===== src/design/tcm_dec_pkg.sv =====
// 4D-8PSK TCM decoder front end, shared definitions
// sample and metric widths, the 1/sqrt(2) scale constant and the
// metric, sign and hard point types used along the pipeline

`default_nettype none

package tcm_dec_pkg;

  //--------------------------------------------------------------------------
  // widths
  //--------------------------------------------------------------------------

  // signed I/Q sample width
  localparam int DAT_W    = 8;
  // folded metric width, never wider than the samples
  localparam int SYMB_M_W = 8;

  //--------------------------------------------------------------------------
  // diagonal metric scale, 1/sqrt(2) ~= 181/256
  //--------------------------------------------------------------------------

  localparam int SCALE_FACTOR = 181;
  localparam int DIV_FACTOR_W = 8;

  //--------------------------------------------------------------------------
  // types
  //--------------------------------------------------------------------------

  // C0..C3, unsigned folded correlation metrics
  typedef logic [3:0][SYMB_M_W-1:0] symb_m_t;

  // per metric sign, set selects the opposite point C(k+4)
  typedef logic [3:0] symb_m_sign_t;

  // 8PSK point index 0..7
  typedef logic [2:0] hard_pnt_t;

  // hard points of the four 8PSK symbols inside one 4D symbol
  typedef hard_pnt_t [3:0] hard_4d_t;

endpackage

`default_nettype wire


===== src/design/tcm_dec_symb_mc.sv =====
// 8PSK symbol metric calculator
// folds each I/Q sample onto four correlation metrics C0..C3 with a sign
// per metric, then a non-linear quantizer step adds one lsb to the largest
// metric. strobe and framing come out four enabled cycles after the input

`default_nettype none

module tcm_dec_symb_mc #(
  parameter int pDAT_W    = tcm_dec_pkg::DAT_W,
  parameter int pSYMB_M_W = tcm_dec_pkg::SYMB_M_W
) (
  input  logic                      iclk,
  input  logic                      ireset,
  input  logic                      iclkena,
  // 8PSK symbol input
  input  logic                      i1sps,
  input  logic                      isop,
  input  logic                      ival,
  input  logic                      ieop,
  input  logic signed [pDAT_W-1:0]  idat_re,
  input  logic signed [pDAT_W-1:0]  idat_im,
  // metric output
  output logic                      o1sps,
  output logic                      osop,
  output logic                      oval,
  output logic                      oeop,
  output tcm_dec_pkg::symb_m_t      osymb_m,
  output tcm_dec_pkg::symb_m_sign_t osymb_m_sign
);

  import tcm_dec_pkg::*;

  // extra bit for im+re / im-re and for abs of the most negative sample
  localparam int cDAT_W  = pDAT_W + 1;
  localparam int cMULT_W = cDAT_W + DIV_FACTOR_W;

  //--------------------------------------------------------------------------
  // strobe and framing delay line
  //--------------------------------------------------------------------------

  logic [3:0] sps_dly;
  logic [3:0] val_dly;
  logic [2:0] sop_dly;
  logic [2:0] eop_dly;

  always_ff @(posedge iclk or posedge ireset) begin
    if (ireset) begin
      sps_dly <= '0;
      val_dly <= '0;
    end else if (iclkena) begin
      sps_dly <= {sps_dly[2:0], i1sps};
      val_dly <= {val_dly[2:0], ival};
    end
  end

  // framing is payload, only looked at with the strobe
  always_ff @(posedge iclk) begin
    if (iclkena) begin
      sop_dly <= {sop_dly[1:0], isop};
      eop_dly <= {eop_dly[1:0], ieop};
    end
  end

  //--------------------------------------------------------------------------
  // stage 1 : sample latch, axis and diagonal projections
  //
  // C0 = |re|               opposite C4
  // C1 = |im + re|/sqrt(2)  opposite C5
  // C2 = |im|               opposite C6
  // C3 = |im - re|/sqrt(2)  opposite C7
  //--------------------------------------------------------------------------

  logic signed [pDAT_W-1:0] dat_re;
  logic signed [pDAT_W-1:0] dat_im;
  logic signed [cDAT_W-1:0] dat_sum;
  logic signed [cDAT_W-1:0] dat_dif;

  always_ff @(posedge iclk) begin
    if (iclkena && i1sps) begin
      dat_re  <= idat_re;
      dat_im  <= idat_im;
      // sign extended into the extra bit
      dat_sum <= idat_im + idat_re;
      dat_dif <= idat_im - idat_re;
    end
  end

  logic sign_re;
  logic sign_im;
  logic sign_sum;
  logic sign_dif;

  assign sign_re  = dat_re[pDAT_W-1];
  assign sign_im  = dat_im[pDAT_W-1];
  assign sign_sum = dat_sum[cDAT_W-1];
  assign sign_dif = dat_dif[cDAT_W-1];

  //--------------------------------------------------------------------------
  // stage 2 : abs values, signs ordered by metric index
  //--------------------------------------------------------------------------

  logic [pDAT_W-1:0] abs_re;
  logic [pDAT_W-1:0] abs_im;
  logic [cDAT_W-1:0] abs_sum;
  logic [cDAT_W-1:0] abs_dif;
  logic [3:0]        sign_s2;

  always_ff @(posedge iclk) begin
    if (iclkena) begin
      // two's complement negate, -2^(n-1) maps to 2^(n-1) unsigned
      abs_re  <= (dat_re ^ {pDAT_W{sign_re}}) + sign_re;
      abs_im  <= (dat_im ^ {pDAT_W{sign_im}}) + sign_im;
      abs_sum <= (dat_sum ^ {cDAT_W{sign_sum}}) + sign_sum;
      abs_dif <= (dat_dif ^ {cDAT_W{sign_dif}}) + sign_dif;
      sign_s2 <= {sign_dif, sign_im, sign_sum, sign_re};
    end
  end

  //--------------------------------------------------------------------------
  // stage 3 : diagonal scaling by 181/256
  //--------------------------------------------------------------------------

  logic [pDAT_W-1:0]  abs_re_s3;
  logic [pDAT_W-1:0]  abs_im_s3;
  logic [cMULT_W-1:0] mult_sum;
  logic [cMULT_W-1:0] mult_dif;
  logic [3:0]         sign_s3;

  always_ff @(posedge iclk) begin
    if (iclkena) begin
      abs_re_s3 <= abs_re;
      abs_im_s3 <= abs_im;
      mult_sum  <= abs_sum * cMULT_W'(SCALE_FACTOR);
      mult_dif  <= abs_dif * cMULT_W'(SCALE_FACTOR);
      sign_s3   <= sign_s2;
    end
  end

  //--------------------------------------------------------------------------
  // non-linear quantizer : two layer max detect
  //--------------------------------------------------------------------------

  logic [pDAT_W-1:0] met [4];
  logic [pDAT_W-1:0] axis_m;
  logic [pDAT_W-1:0] diag_m;
  logic [1:0]        axis_idx;
  logic [1:0]        diag_idx;
  logic [1:0]        max_idx;

  always_comb begin
    met[0] = abs_re_s3;
    // 2*181/256 < 2, scaled diagonals fit pDAT_W bits
    met[1] = pDAT_W'(mult_sum >> DIV_FACTOR_W);
    met[2] = abs_im_s3;
    met[3] = pDAT_W'(mult_dif >> DIV_FACTOR_W);
    // layer 1, a tie goes to im
    if (met[0] > met[2]) begin
      axis_m   = met[0];
      axis_idx = 2'd0;
    end else begin
      axis_m   = met[2];
      axis_idx = 2'd2;
    end
    // a tie goes to the difference
    if (met[1] > met[3]) begin
      diag_m   = met[1];
      diag_idx = 2'd1;
    end else begin
      diag_m   = met[3];
      diag_idx = 2'd3;
    end
    // layer 2, a tie goes to the diagonal pair
    max_idx = (axis_m > diag_m) ? axis_idx : diag_idx;
  end

  //--------------------------------------------------------------------------
  // output register, loaded once per symbol
  //--------------------------------------------------------------------------

  always_ff @(posedge iclk) begin
    if (iclkena && sps_dly[2]) begin
      osop         <= sop_dly[2];
      oeop         <= eop_dly[2];
      osymb_m_sign <= sign_s3;
      // top bits plus the winner lsb, no overflow possible
      for (int k = 0; k < 4; k++) begin
        osymb_m[k] <= met[k][pDAT_W-1 -: pSYMB_M_W] + pSYMB_M_W'(max_idx == k);
      end
    end
  end

  assign o1sps = sps_dly[3];
  assign oval  = val_dly[3];

endmodule

`default_nettype wire


===== src/design/tcm_dec_hard_dec.sv =====
// 8PSK hard decision
// finds the winning metric again and turns its index and sign into an
// 8PSK point, registered together with the metrics and the framing

`default_nettype none

module tcm_dec_hard_dec (
  input  logic                      iclk,
  input  logic                      ireset,
  input  logic                      iclkena,
  input  logic                      i1sps,
  input  logic                      isop,
  input  logic                      ival,
  input  logic                      ieop,
  input  tcm_dec_pkg::symb_m_t      isymb_m,
  input  tcm_dec_pkg::symb_m_sign_t isymb_m_sign,
  output logic                      o1sps,
  output logic                      osop,
  output logic                      oval,
  output logic                      oeop,
  output tcm_dec_pkg::symb_m_t      osymb_m,
  output tcm_dec_pkg::symb_m_sign_t osymb_m_sign,
  output tcm_dec_pkg::hard_pnt_t    opnt
);

  import tcm_dec_pkg::*;

  logic [SYMB_M_W-1:0] max_m;
  logic [1:0]          max_idx;
  hard_pnt_t           pnt;

  //--------------------------------------------------------------------------
  // max detect, the quantizer lsb makes the winner a strict maximum
  //--------------------------------------------------------------------------

  always_comb begin
    max_m   = isymb_m[0];
    max_idx = 2'd0;
    for (int k = 1; k < 4; k++) begin
      if (isymb_m[k] > max_m) begin
        max_m   = isymb_m[k];
        max_idx = 2'(k);
      end
    end
    // sign set moves to the opposite point, +4
    pnt = {isymb_m_sign[max_idx], max_idx};
  end

  always_ff @(posedge iclk or posedge ireset) begin
    if (ireset) begin
      o1sps <= 1'b0;
      oval  <= 1'b0;
    end else if (iclkena) begin
      o1sps <= i1sps;
      oval  <= ival;
    end
  end

  always_ff @(posedge iclk) begin
    if (iclkena) begin
      osop         <= isop;
      oeop         <= ieop;
      osymb_m      <= isymb_m;
      osymb_m_sign <= isymb_m_sign;
      opnt         <= pnt;
    end
  end

endmodule

`default_nettype wire


===== src/design/tcm_dec_4d_pack.sv =====
// 4D symbol packer
// collects four consecutive 8PSK symbols, starting at a val symbol, into
// one 4D word of metrics, signs and hard points. sop/eop are taken from
// the val symbol, o4d_val pulses one enabled cycle after slot 3 fills

`default_nettype none

module tcm_dec_4d_pack (
  input  logic                            iclk,
  input  logic                            ireset,
  input  logic                            iclkena,
  input  logic                            i1sps,
  input  logic                            isop,
  input  logic                            ival,
  input  logic                            ieop,
  input  tcm_dec_pkg::symb_m_t            isymb_m,
  input  tcm_dec_pkg::symb_m_sign_t       isymb_m_sign,
  input  tcm_dec_pkg::hard_pnt_t          ipnt,
  output logic                            o4d_val,
  output logic                            o4d_sop,
  output logic                            o4d_eop,
  output tcm_dec_pkg::hard_4d_t           o4d_pnt,
  output tcm_dec_pkg::symb_m_t      [3:0] o4d_symb_m,
  output tcm_dec_pkg::symb_m_sign_t [3:0] o4d_symb_m_sign
);

  //--------------------------------------------------------------------------
  // symbol counter
  //--------------------------------------------------------------------------

  logic [1:0] cnt;
  // inside a group that began with val
  logic       act;
  logic [1:0] slot;
  logic       take;

  // val always restarts at slot 0, also in the middle of a group
  assign slot = ival ? 2'd0 : cnt;
  // symbols outside a group are dropped
  assign take = i1sps && (ival || act);

  // strobes hold with iclkena low, consumers qualify them with iclkena
  always_ff @(posedge iclk or posedge ireset) begin
    if (ireset) begin
      cnt     <= '0;
      act     <= 1'b0;
      o4d_val <= 1'b0;
    end else if (iclkena) begin
      o4d_val <= take && (slot == 2'd3);
      if (take) begin
        cnt <= slot + 2'd1;
        act <= (slot != 2'd3);
      end
    end
  end

  //--------------------------------------------------------------------------
  // slot registers
  //--------------------------------------------------------------------------

  always_ff @(posedge iclk) begin
    if (iclkena && take) begin
      o4d_pnt[slot]         <= ipnt;
      o4d_symb_m[slot]      <= isymb_m;
      o4d_symb_m_sign[slot] <= isymb_m_sign;
      // framing of the 4D symbol comes with its first 8PSK symbol
      if (ival) begin
        o4d_sop <= isop;
        o4d_eop <= ieop;
      end
    end
  end

endmodule

`default_nettype wire


===== src/design/tcm_dec_front.sv =====
// 4D-8PSK TCM decoder front end
// symbol metrics, hard decision and 4D packing, 6 enabled cycles from the
// fourth symbol strobe to o4d_val
// pSYMB_M_W must equal tcm_dec_pkg::SYMB_M_W, the metric types use it

`default_nettype none

module tcm_dec_front #(
  parameter int pDAT_W    = tcm_dec_pkg::DAT_W,
  parameter int pSYMB_M_W = tcm_dec_pkg::SYMB_M_W
) (
  input  logic                            iclk,
  input  logic                            ireset,
  input  logic                            iclkena,
  input  logic                            i1sps,
  input  logic                            isop,
  input  logic                            ival,
  input  logic                            ieop,
  input  logic signed [pDAT_W-1:0]        idat_re,
  input  logic signed [pDAT_W-1:0]        idat_im,
  output logic                            o4d_val,
  output logic                            o4d_sop,
  output logic                            o4d_eop,
  output tcm_dec_pkg::hard_4d_t           o4d_pnt,
  output tcm_dec_pkg::symb_m_t      [3:0] o4d_symb_m,
  output tcm_dec_pkg::symb_m_sign_t [3:0] o4d_symb_m_sign
);

  import tcm_dec_pkg::*;

  //--------------------------------------------------------------------------
  // stage links
  //--------------------------------------------------------------------------

  // metric calculator to hard decision
  logic         mc_1sps;
  logic         mc_sop;
  logic         mc_val;
  logic         mc_eop;
  symb_m_t      mc_symb_m;
  symb_m_sign_t mc_symb_m_sign;

  // hard decision to packer
  logic         hd_1sps;
  logic         hd_sop;
  logic         hd_val;
  logic         hd_eop;
  symb_m_t      hd_symb_m;
  symb_m_sign_t hd_symb_m_sign;
  hard_pnt_t    hd_pnt;

  tcm_dec_symb_mc #(
    .pDAT_W    (pDAT_W),
    .pSYMB_M_W (pSYMB_M_W)
  ) tcm_dec_symb_mc_inst (
    .iclk         (iclk),
    .ireset       (ireset),
    .iclkena      (iclkena),
    .i1sps        (i1sps),
    .isop         (isop),
    .ival         (ival),
    .ieop         (ieop),
    .idat_re      (idat_re),
    .idat_im      (idat_im),
    .o1sps        (mc_1sps),
    .osop         (mc_sop),
    .oval         (mc_val),
    .oeop         (mc_eop),
    .osymb_m      (mc_symb_m),
    .osymb_m_sign (mc_symb_m_sign)
  );

  tcm_dec_hard_dec tcm_dec_hard_dec_inst (
    .iclk         (iclk),
    .ireset       (ireset),
    .iclkena      (iclkena),
    .i1sps        (mc_1sps),
    .isop         (mc_sop),
    .ival         (mc_val),
    .ieop         (mc_eop),
    .isymb_m      (mc_symb_m),
    .isymb_m_sign (mc_symb_m_sign),
    .o1sps        (hd_1sps),
    .osop         (hd_sop),
    .oval         (hd_val),
    .oeop         (hd_eop),
    .osymb_m      (hd_symb_m),
    .osymb_m_sign (hd_symb_m_sign),
    .opnt         (hd_pnt)
  );

  tcm_dec_4d_pack tcm_dec_4d_pack_inst (
    .iclk            (iclk),
    .ireset          (ireset),
    .iclkena         (iclkena),
    .i1sps           (hd_1sps),
    .isop            (hd_sop),
    .ival            (hd_val),
    .ieop            (hd_eop),
    .isymb_m         (hd_symb_m),
    .isymb_m_sign    (hd_symb_m_sign),
    .ipnt            (hd_pnt),
    .o4d_val         (o4d_val),
    .o4d_sop         (o4d_sop),
    .o4d_eop         (o4d_eop),
    .o4d_pnt         (o4d_pnt),
    .o4d_symb_m      (o4d_symb_m),
    .o4d_symb_m_sign (o4d_symb_m_sign)
  );

endmodule

`default_nettype wire


===== config.mk =====
export PLATFORM = sky130hd
export DESIGN_NAME = tcm_dec_front
export DESIGN_NICKNAME = d
export VERILOG_FILES = /design/src/design/tcm_dec_pkg.sv /design/src/design/tcm_dec_symb_mc.sv /design/src/design/tcm_dec_hard_dec.sv /design/src/design/tcm_dec_4d_pack.sv /design/src/design/tcm_dec_front.sv
export SDC_FILE = /design/constraint.sdc
export NUM_CORES = 1
export LEC_CHECK = 0
export ABC_AREA = 1
export BUFFER_PORTS_ARGS = -buffer_cell sky130_fd_sc_hd__buf_4
export CORE_ASPECT_RATIO = 1.1
export CORE_MARGIN = 5
export CORE_UTILIZATION = 53
export CTS_CLUSTER_SIZE = 14
export DETAILED_ROUTE_END_ITERATION = 6
export PLACE_DENSITY = 0.76
export REMOVE_ABC_BUFFERS = 1
export SYNTH_ARGS = -nofsm -noshare
export SYNTH_HDL_FRONTEND = slang
export SYNTH_SLANG_ARGS = --single-unit

===== constraint.sdc =====
create_clock -name iclk -period 3.62 [get_ports iclk]
set_clock_uncertainty 0.1 [all_clocks]
set_input_delay 0.724 -clock iclk [delete_from_list [all_inputs] [get_ports iclk]]
set_output_delay 0.724 -clock iclk [all_outputs]
set_load 0.01 [all_outputs]

==> results.md, run 1 <==
- Worst min path class: input pin to async pin
- Flip-flop and latch area: 10860 um2
- Global placement routability congestion: 0.8595
- Die height: 199.1 um
- Fin area: 23240 um2
- Starting Density: 53.49%
- IO Port Bufs: 181
- Area post-placement: 20240 um2
- Initial antenna violation count: 0
- Clock buffer depth: 3
- CP startpoint kind: flip-flop
- R2R depth: 31
- CTS tree: yes
- Vias: 10720
- Overall power: 0.01973 W
- Fin. max-slew vios: 0
- Most used flip-flop cell after synthesis: edfxtp_1
- Wl on met1: 13.58 mm
- Fin. Hold Viols: 0
- Crit Path Category: flip-flop to flip-flop
- Initial drt markers: 604
- Worst-margin pin slew: 958.5 ps
- CTS root buf: clkbuf_16
- DRT Pass-1 Iters: 7
- Worst Slack Setup Final: -348.4 ps
- FF-to-FF End: tcm_dec_hard_dec_inst.opnt[2]
- CP startpoint: tcm_dec_symb_mc_inst.osymb_m[11]
- Synthesized cell area: 17220 um2
- Util after Layout: 72.18%
- DIE WIDTH: 181.9 um
- Worst EP required: 3790 ps
- Ys async rst share: 3.846%
- Max FO, Critical Path: 8
- Final period utilization: 109.6%
- Avg Synthesized Cell Area: 13.69 um2
- Total track usage: 18.28%
- Routed length on met3: 1.663 mm
- Die area: 36210 um2
- Failing checks: setup timing
- Filler Cell Count: 1907
- Syn Inst Count: 1258
- Max VDD drop: 0.5477 mV
- Top-area cell type share of the netlist area: 61.02%
- Remaining DRCs: 0
- Area leader, netlist: edfxtp_1
- Count leader, synth: edfxtp_1
- Crit. End Element: flip-flop
- GRT overflow: 0
- Reg2reg setup slack: -350 ps
- Vias in the first global route: 10810
- Met2 routed WL: 20.05 mm
- Synth warn: 0
- WL/cell: 17.47 um
- First-pass GRT wire length: 53.27 mm
- Outcome: finished, violations left
- Register area share after synthesis: 63.05%
- Worst rel slew slack: 36.10%
- Worst Setup EP: tcm_dec_hard_dec_inst.opnt[2]
- Number of flops mapped to enable cells by yosys: 350
- Area of the multi-input gates: 7044 um2
- N_diodes: 0
- Slowest CP cell: edfxtp_1
- Yosys cell types: 46
- Min cycle time layout: 3968 ps
- Clock tree sinks: 364
- Worst-path clk slew: 70 ps
- Area Overhead vs Synth: 34.94%
- P_leak: 9.629 nW
- Post-synth top cells: 350 x edfxtp_1, 197 x inv_1, 162 x ha_1
- Power Dens Cells: 849.0 nW/um2
- CTS Buf Count: 36
- IO Count: 182
- Max Cap Viol: 0
- Layout cells sized above 1: 41.00%
- Worst r2r src: tcm_dec_symb_mc_inst.osymb_m[11]
- Largest net degree at the start of global routing: 81
- Final HPWL DP: 23.65 mm
- Slowest stage delay, CP: 470 ps
- Worst Path Arrival: 4140 ps
- Htree depth: 2
- FMAX: 0.2520 GHz
- Routed Antenna Nets: 0
- Core Rows: 69
- Core Area: 32200 um2
- Vias per std cell: 5.084
- Top cells by area, synth: edfxtp_1 61%, ha_1 12%, inv_1 4.3%
- Nets@finish: 1880
- Setup violations, final: 35
- Setup WS pre-CTS: -656.5 ps
- DR top layer: met4
- Worst skew pair latency: 510 ps
- WL final: 36.84 mm
- #FFs+latches synth: 364
- RSZ-0062 raised after global routing: true
## power breakdown
part | switching (W) | internal, W | leakage (nW)
clock network | 0.00148 | 0.00199 | 0.538
registers | 0.000354 | 0.00561 | 3.46
logic | 0.00546 | 0.00484 | 5.64
total | 0.00730 | 0.0124 | 9.63
## stage by stage
stage / hold WS, ps / TNS [ps] / std cells
final: 164.7 / -4776 / 2109
after global routing: 224.5 / -10820 / 2109
after CTS: 179.4 / -583.0 / 2094
after detailed placement: 304.5 / -5606 / 2007
after global placement: 300.9 / -4819 / 2007
after floorplan: 300.3 / -403.2 / 1247
## area by class of cell
class	count	area share [%]
Inverter	197	3.182
Tap cell	426	2.293
Sequential cell	364	46.73
Multi-Input combinational cell	688	30.31
Timing Repair Buffer	376	12.77
Clock inverter	15	0.5545
Clock buffer	43	4.167
## timing repair
item / in CTS / in global routing
hold buffers: 0 / 0
hold endpoints to repair: 0 / 0
cloned: 4 / 1
setup buffers: 25 / 17
endpoints found under the setup margin: 32 / 43
pin swaps: 94 / 121
resized for setup: 148 / 171
## critical path, delay by kind of cell, from the launching register on
kind / cells / cell delay (ps)
and+or+nand+nor: 21 / 1740
AOI/OAI and AO/OA: 3 / 210
buffers and inverters: 4 / 410
adders and majority gates: 3 / 790
DFF: 1 / 470
## worst min-delay path by stage
stage          depth (start not counted)                            start                               to
2_1_floorplan                          0       tcm_dec_hard_dec_inst.oeop     tcm_dec_4d_pack_inst.o4d_eop
3_3_place_gp                           0  tcm_dec_symb_mc_inst.sop_dly[0]  tcm_dec_symb_mc_inst.sop_dly[1]
3_5_place_dp                           0        tcm_dec_symb_mc_inst.oeop       tcm_dec_hard_dec_inst.oeop
4_1_cts                                2                           ireset  tcm_dec_symb_mc_inst.val_dly[0]
5_1_grt                                2                           ireset  tcm_dec_symb_mc_inst.val_dly[0]
6_report                               2                           ireset  tcm_dec_symb_mc_inst.val_dly[0]
## state kept, by name, summed over array words and instances, names as in the netlist, 8 cells and up
| signal | flops |
|---|---|
| tcm_dec_symb_mc_inst.abs_im_s3 | 8 |
| tcm_dec_symb_mc_inst.abs_dif | 9 |
| tcm_dec_symb_mc_inst.osymb_m | 32 |
| tcm_dec_symb_mc_inst.mult_dif | 8 |
| tcm_dec_symb_mc_inst.abs_im | 8 |
| tcm_dec_4d_pack_inst.o4d_pnt | 12 |
| tcm_dec_symb_mc_inst.dat_im | 8 |
| tcm_dec_symb_mc_inst.dat_dif | 9 |
| tcm_dec_hard_dec_inst.osymb_m | 32 |
| tcm_dec_symb_mc_inst.abs_re_s3 | 8 |
| tcm_dec_4d_pack_inst.o4d_symb_m | 128 |
| tcm_dec_4d_pack_inst.o4d_symb_m_sign | 16 |
| tcm_dec_symb_mc_inst.dat_re | 8 |
| tcm_dec_symb_mc_inst.dat_sum | 8 |
| tcm_dec_symb_mc_inst.abs_re | 8 |
| tcm_dec_symb_mc_inst.mult_sum | 8 |
| tcm_dec_symb_mc_inst.abs_sum | 9 |
## cell usage in the layout (no fill, tap or decap), drive strengths merged, types with 3 or more instances in the layout
cell	n
o21a	4
o21ai	51
nand4	11
nand3	26
xor2	60
nand2	140
nor2	45
a21o	3
ha	162
fa	32
clkbuf	44
o31ai	3
o21bai	4
nor3	22
xnor2	45
or2	4
buf	375
a21oi	57
inv	200
dfrtp	14
edfxtp	350
clkinv	10
o211ai	3
## cells by family after synthesis
family	count (synthesis)	synth area share (%)
AOI/OAI and AO/OA	134	4.707
xor gates and xnor gates	105	5.383
adders and majority gates	194	15.49
buffers and inverters	208	4.780
DFF	364	63.05
muxes	1	0.06537
and+or+nand+nor	252	6.523
## per-layer routing
layer / vias to the layer above / GRT usage (%)
li1: 5157 / -
met1: 5181 / 20.65
met2: 297 / 34.81
met3: 87 / 2.767
met4: 0 / 7.089
met5: - / 0
No activity file was read; power rests on OpenSTA's default activity.
==> run 2, diff against run 1 <==
- CTS_BUF_LIST: default -> sky130_fd_sc_hd__clkbuf_16
==> run 2 against run 1 <==
Against the previous run: the flow finishes with violations (DRC, setup timing); fmax is 0.29% lower; global-route usage hardly changed; die area stayed put; worst setup slack worse by 12 ps; hold slack better by 3.3 ps; critical endpoint unchanged; largest power group unchanged.
==> results.md, run 2 (synthesis gave the netlist of run 1 again) <==
- Routed Antenna Nets: 0
- N_diodes: 0
- Setup WS pre-CTS: -656.5 ps
- Worst Path Arrival: 4160 ps
- Vias: 10820
- Max Cap Viol: 0
- Starting Density: 53.49%
- Largest net degree at the start of global routing: 81
- Global placement routability congestion: 0.8595
- Fin area: 23210 um2
- Initial drt markers: 688
- RSZ-0062 raised after global routing: true
- Die area: 36210 um2
- Worst min path class: input pin to async pin
- Final cell count without fillers: 2108
- Core Area: 32200 um2
- Total track usage: 18.27%
- Area post-placement: 20240 um2
- CP startpoint kind: flip-flop
- Worst Slack Setup Final: -360.1 ps
- Nets@finish: 1879
- Commonest cells after routing, fill and taps aside: 353 x buf_4, 350 x edfxtp_1, 179 x inv_1
- Vias in the first global route: 10820
- WL final: 37.27 mm
- Final period utilization: 109.9%
- Htree depth: 2
- Remaining DRCs: 1
- Inst Count DP: 2007
- DRT Pass-1 Iters: 7
- Crit Path Category: flip-flop to flip-flop
- Max VDD drop: 0.6058 mV
- CTS Buf Count: 36
- Largest Register: tcm_dec_4d_pack_inst.o4d_symb_m
- GRT overflow: 0
- Layout cells sized above 1: 40.37%
- Most common cell after layout, fill and taps aside: buf_4
- DIE WIDTH: 181.9 um
- Worst-margin pin slew: 941.5 ps
- Critical path buffers and inverters: 2
- Worst rel slew slack: 37.24%
- Worst skew pair latency: 520 ps
- Max reg flops: 128
- IO Port Bufs: 181
- Final HPWL DP: 23.65 mm
- Area Overhead vs Synth: 34.74%
- Crit. End Element: flip-flop
- Max FO, Critical Path: 8
- Core Rows: 69
- CP delay by family, top: simple AND/OR/NAND/NOR gates
- FMAX: 0.2513 GHz
- Slowest stage delay, CP: 390 ps
- CTS root buf: clkbuf_16
- Vias per std cell: 5.131
- Largest registers: tcm_dec_4d_pack_inst.o4d_symb_m: 128 flops, tcm_dec_hard_dec_inst.osymb_m: 32 flops, tcm_dec_symb_mc_inst.osymb_m: 32 flops
- Failing checks: DRC, setup timing
- Fin. max-slew vios: 0
- Fin. Hold Viols: 0
- Power Dens Cells: 850.3 nW/um2
- Initial antenna violation count: 0
- Setup violations, final: 34
- Min cycle time layout: 3980 ps
- Clock buffer depth: 3
- Worst EP required: 3800 ps
- Worst-path clk slew: 70 ps
- Die height: 199.1 um
- P_leak: 9.635 nW
- CTS tree: yes
- IO Count: 182
- First-pass GRT wire length: 53.27 mm
- WL/cell: 17.68 um
- Outcome: finished, violations left
- CP most frequent cell: nand2_4
- Worst-path cell chain: ha_1 -> nand2_4 -> nor2_4 -> nand3_2 -> o21ai_4 -> buf_12 -> nand2_4 -> o21ai_4 -> ha_4 -> a21oi_2 -> o21a_1 -> nand2_4 -> nand2_8 -> buf_6 -> o21ai_2 -> ha_1 -> nand2_2 -> nor2_4 -> nand4_1 -> nand2_4 -> nand3_2 -> nand3_2 -> nand2_1
- Clock tree sinks: 364
- Slowest CP cell: edfxtp_1
==> run 2: changes by cell type in the layout (fill, tap and decap cells not counted), sizes merged <==
cell and change:
clkbuf -6, buf -1, clkinv +2, inv +4
==> run 2: worst reg2reg max path, cell delays in order (launching register included) <==
cell      delay (ps)
edfxtp_1         390
ha_1             350
nand2_4           80
nor2_4           140
nand3_2          110
o21ai_4          230
buf_12           190
nand2_4           60
o21ai_4           70
ha_4             240
a21oi_2          150
o21a_1           210
nand2_4          130
nand2_8          100
buf_6            100
o21ai_2           60
ha_1             290
nand2_2           70
nor2_4           130
nand4_1          130
nand2_4          170
nand3_2          100
nand3_2           80
nand2_1           50
==> run 2: cell type report <==
| class | instances | area (um2) |
|---|---|---|
| flip-flops and latches | 364 | 10860 |
| multi-input cells | 688 | 7036 |
| clock inverters | 21 | 151.4 |
| inverters | 197 | 739.5 |
| well taps | 426 | 533.0 |
| repair buffers | 375 | 2962 |
| clock buffers | 37 | 925.9 |
| fillers | 1929 | 8995 |
==> run 2: metrics by stage <==
step / setup TNS [ps] / total power, W / hold slack, ps / utilization [%]
floorplan: -403.2 / 0.01014 / 300.3 / -
global placement: -4819 / 0.01260 / 300.9 / 62.84
detailed placement: -5606 / 0.01284 / 304.5 / 62.84
CTS: -584.4 / 0.01757 / 179.4 / 69.02
global route: -11880 / 0.02087 / 221.0 / 72.07
finish: -6098 / 0.01973 / 168.0 / 72.07
==> run 2: final timing paths <==
check / to / slack, ps / cells after the start / from
worst max-delay path: tcm_dec_hard_dec_inst.opnt[2] / -360 / 23 / tcm_dec_symb_mc_inst.osymb_m[14]
worst min register to register: tcm_dec_hard_dec_inst.osop / 310 / 0 / tcm_dec_symb_mc_inst.osop
max in group asynchronous: tcm_dec_4d_pack_inst.o4d_val / 2870 / 2 / ireset
worst min-delay path: tcm_dec_symb_mc_inst.val_dly[0] / 170 / 2 / ireset
worst max register to register: tcm_dec_hard_dec_inst.opnt[2] / -360 / 23 / tcm_dec_symb_mc_inst.osymb_m[14]
min in group iclk: tcm_dec_symb_mc_inst.sop_dly[0] / 290 / 1 / isop
==> run 2: power by group <==
| group | switching (W) | internal, W | total [W] | leakage, nW |
|---|---|---|---|---|
| registers | 0.000352 | 0.00561 | 0.00596 | 3.46 |
| clock network | 0.00148 | 0.00193 | 0.00341 | 0.544 |
| logic | 0.00551 | 0.00485 | 0.0104 | 5.64 |
| total | 0.00734 | 0.0124 | 0.0197 | 9.63 |
==> run 2: timing repair <==
action                                  CTS  global route
endpoints found under the setup margin   32            43
hold buffers                              0             0
pin swaps                                92           124
buffers inserted                         25            16
gates resized for setup                 148           159
gates cloned                              4             1
==> run 2: routing by layer <==
layer | GRT usage, % | vias up | share of wire [%]
met4 | 7.089 | 0 | 4.1
met1 | 20.65 | 5240 | 37
met2 | 34.79 | 334 | 54
li1 | - | 5150 | -
met3 | 2.767 | 93 | 4.8
met5 | 0 | - | 0
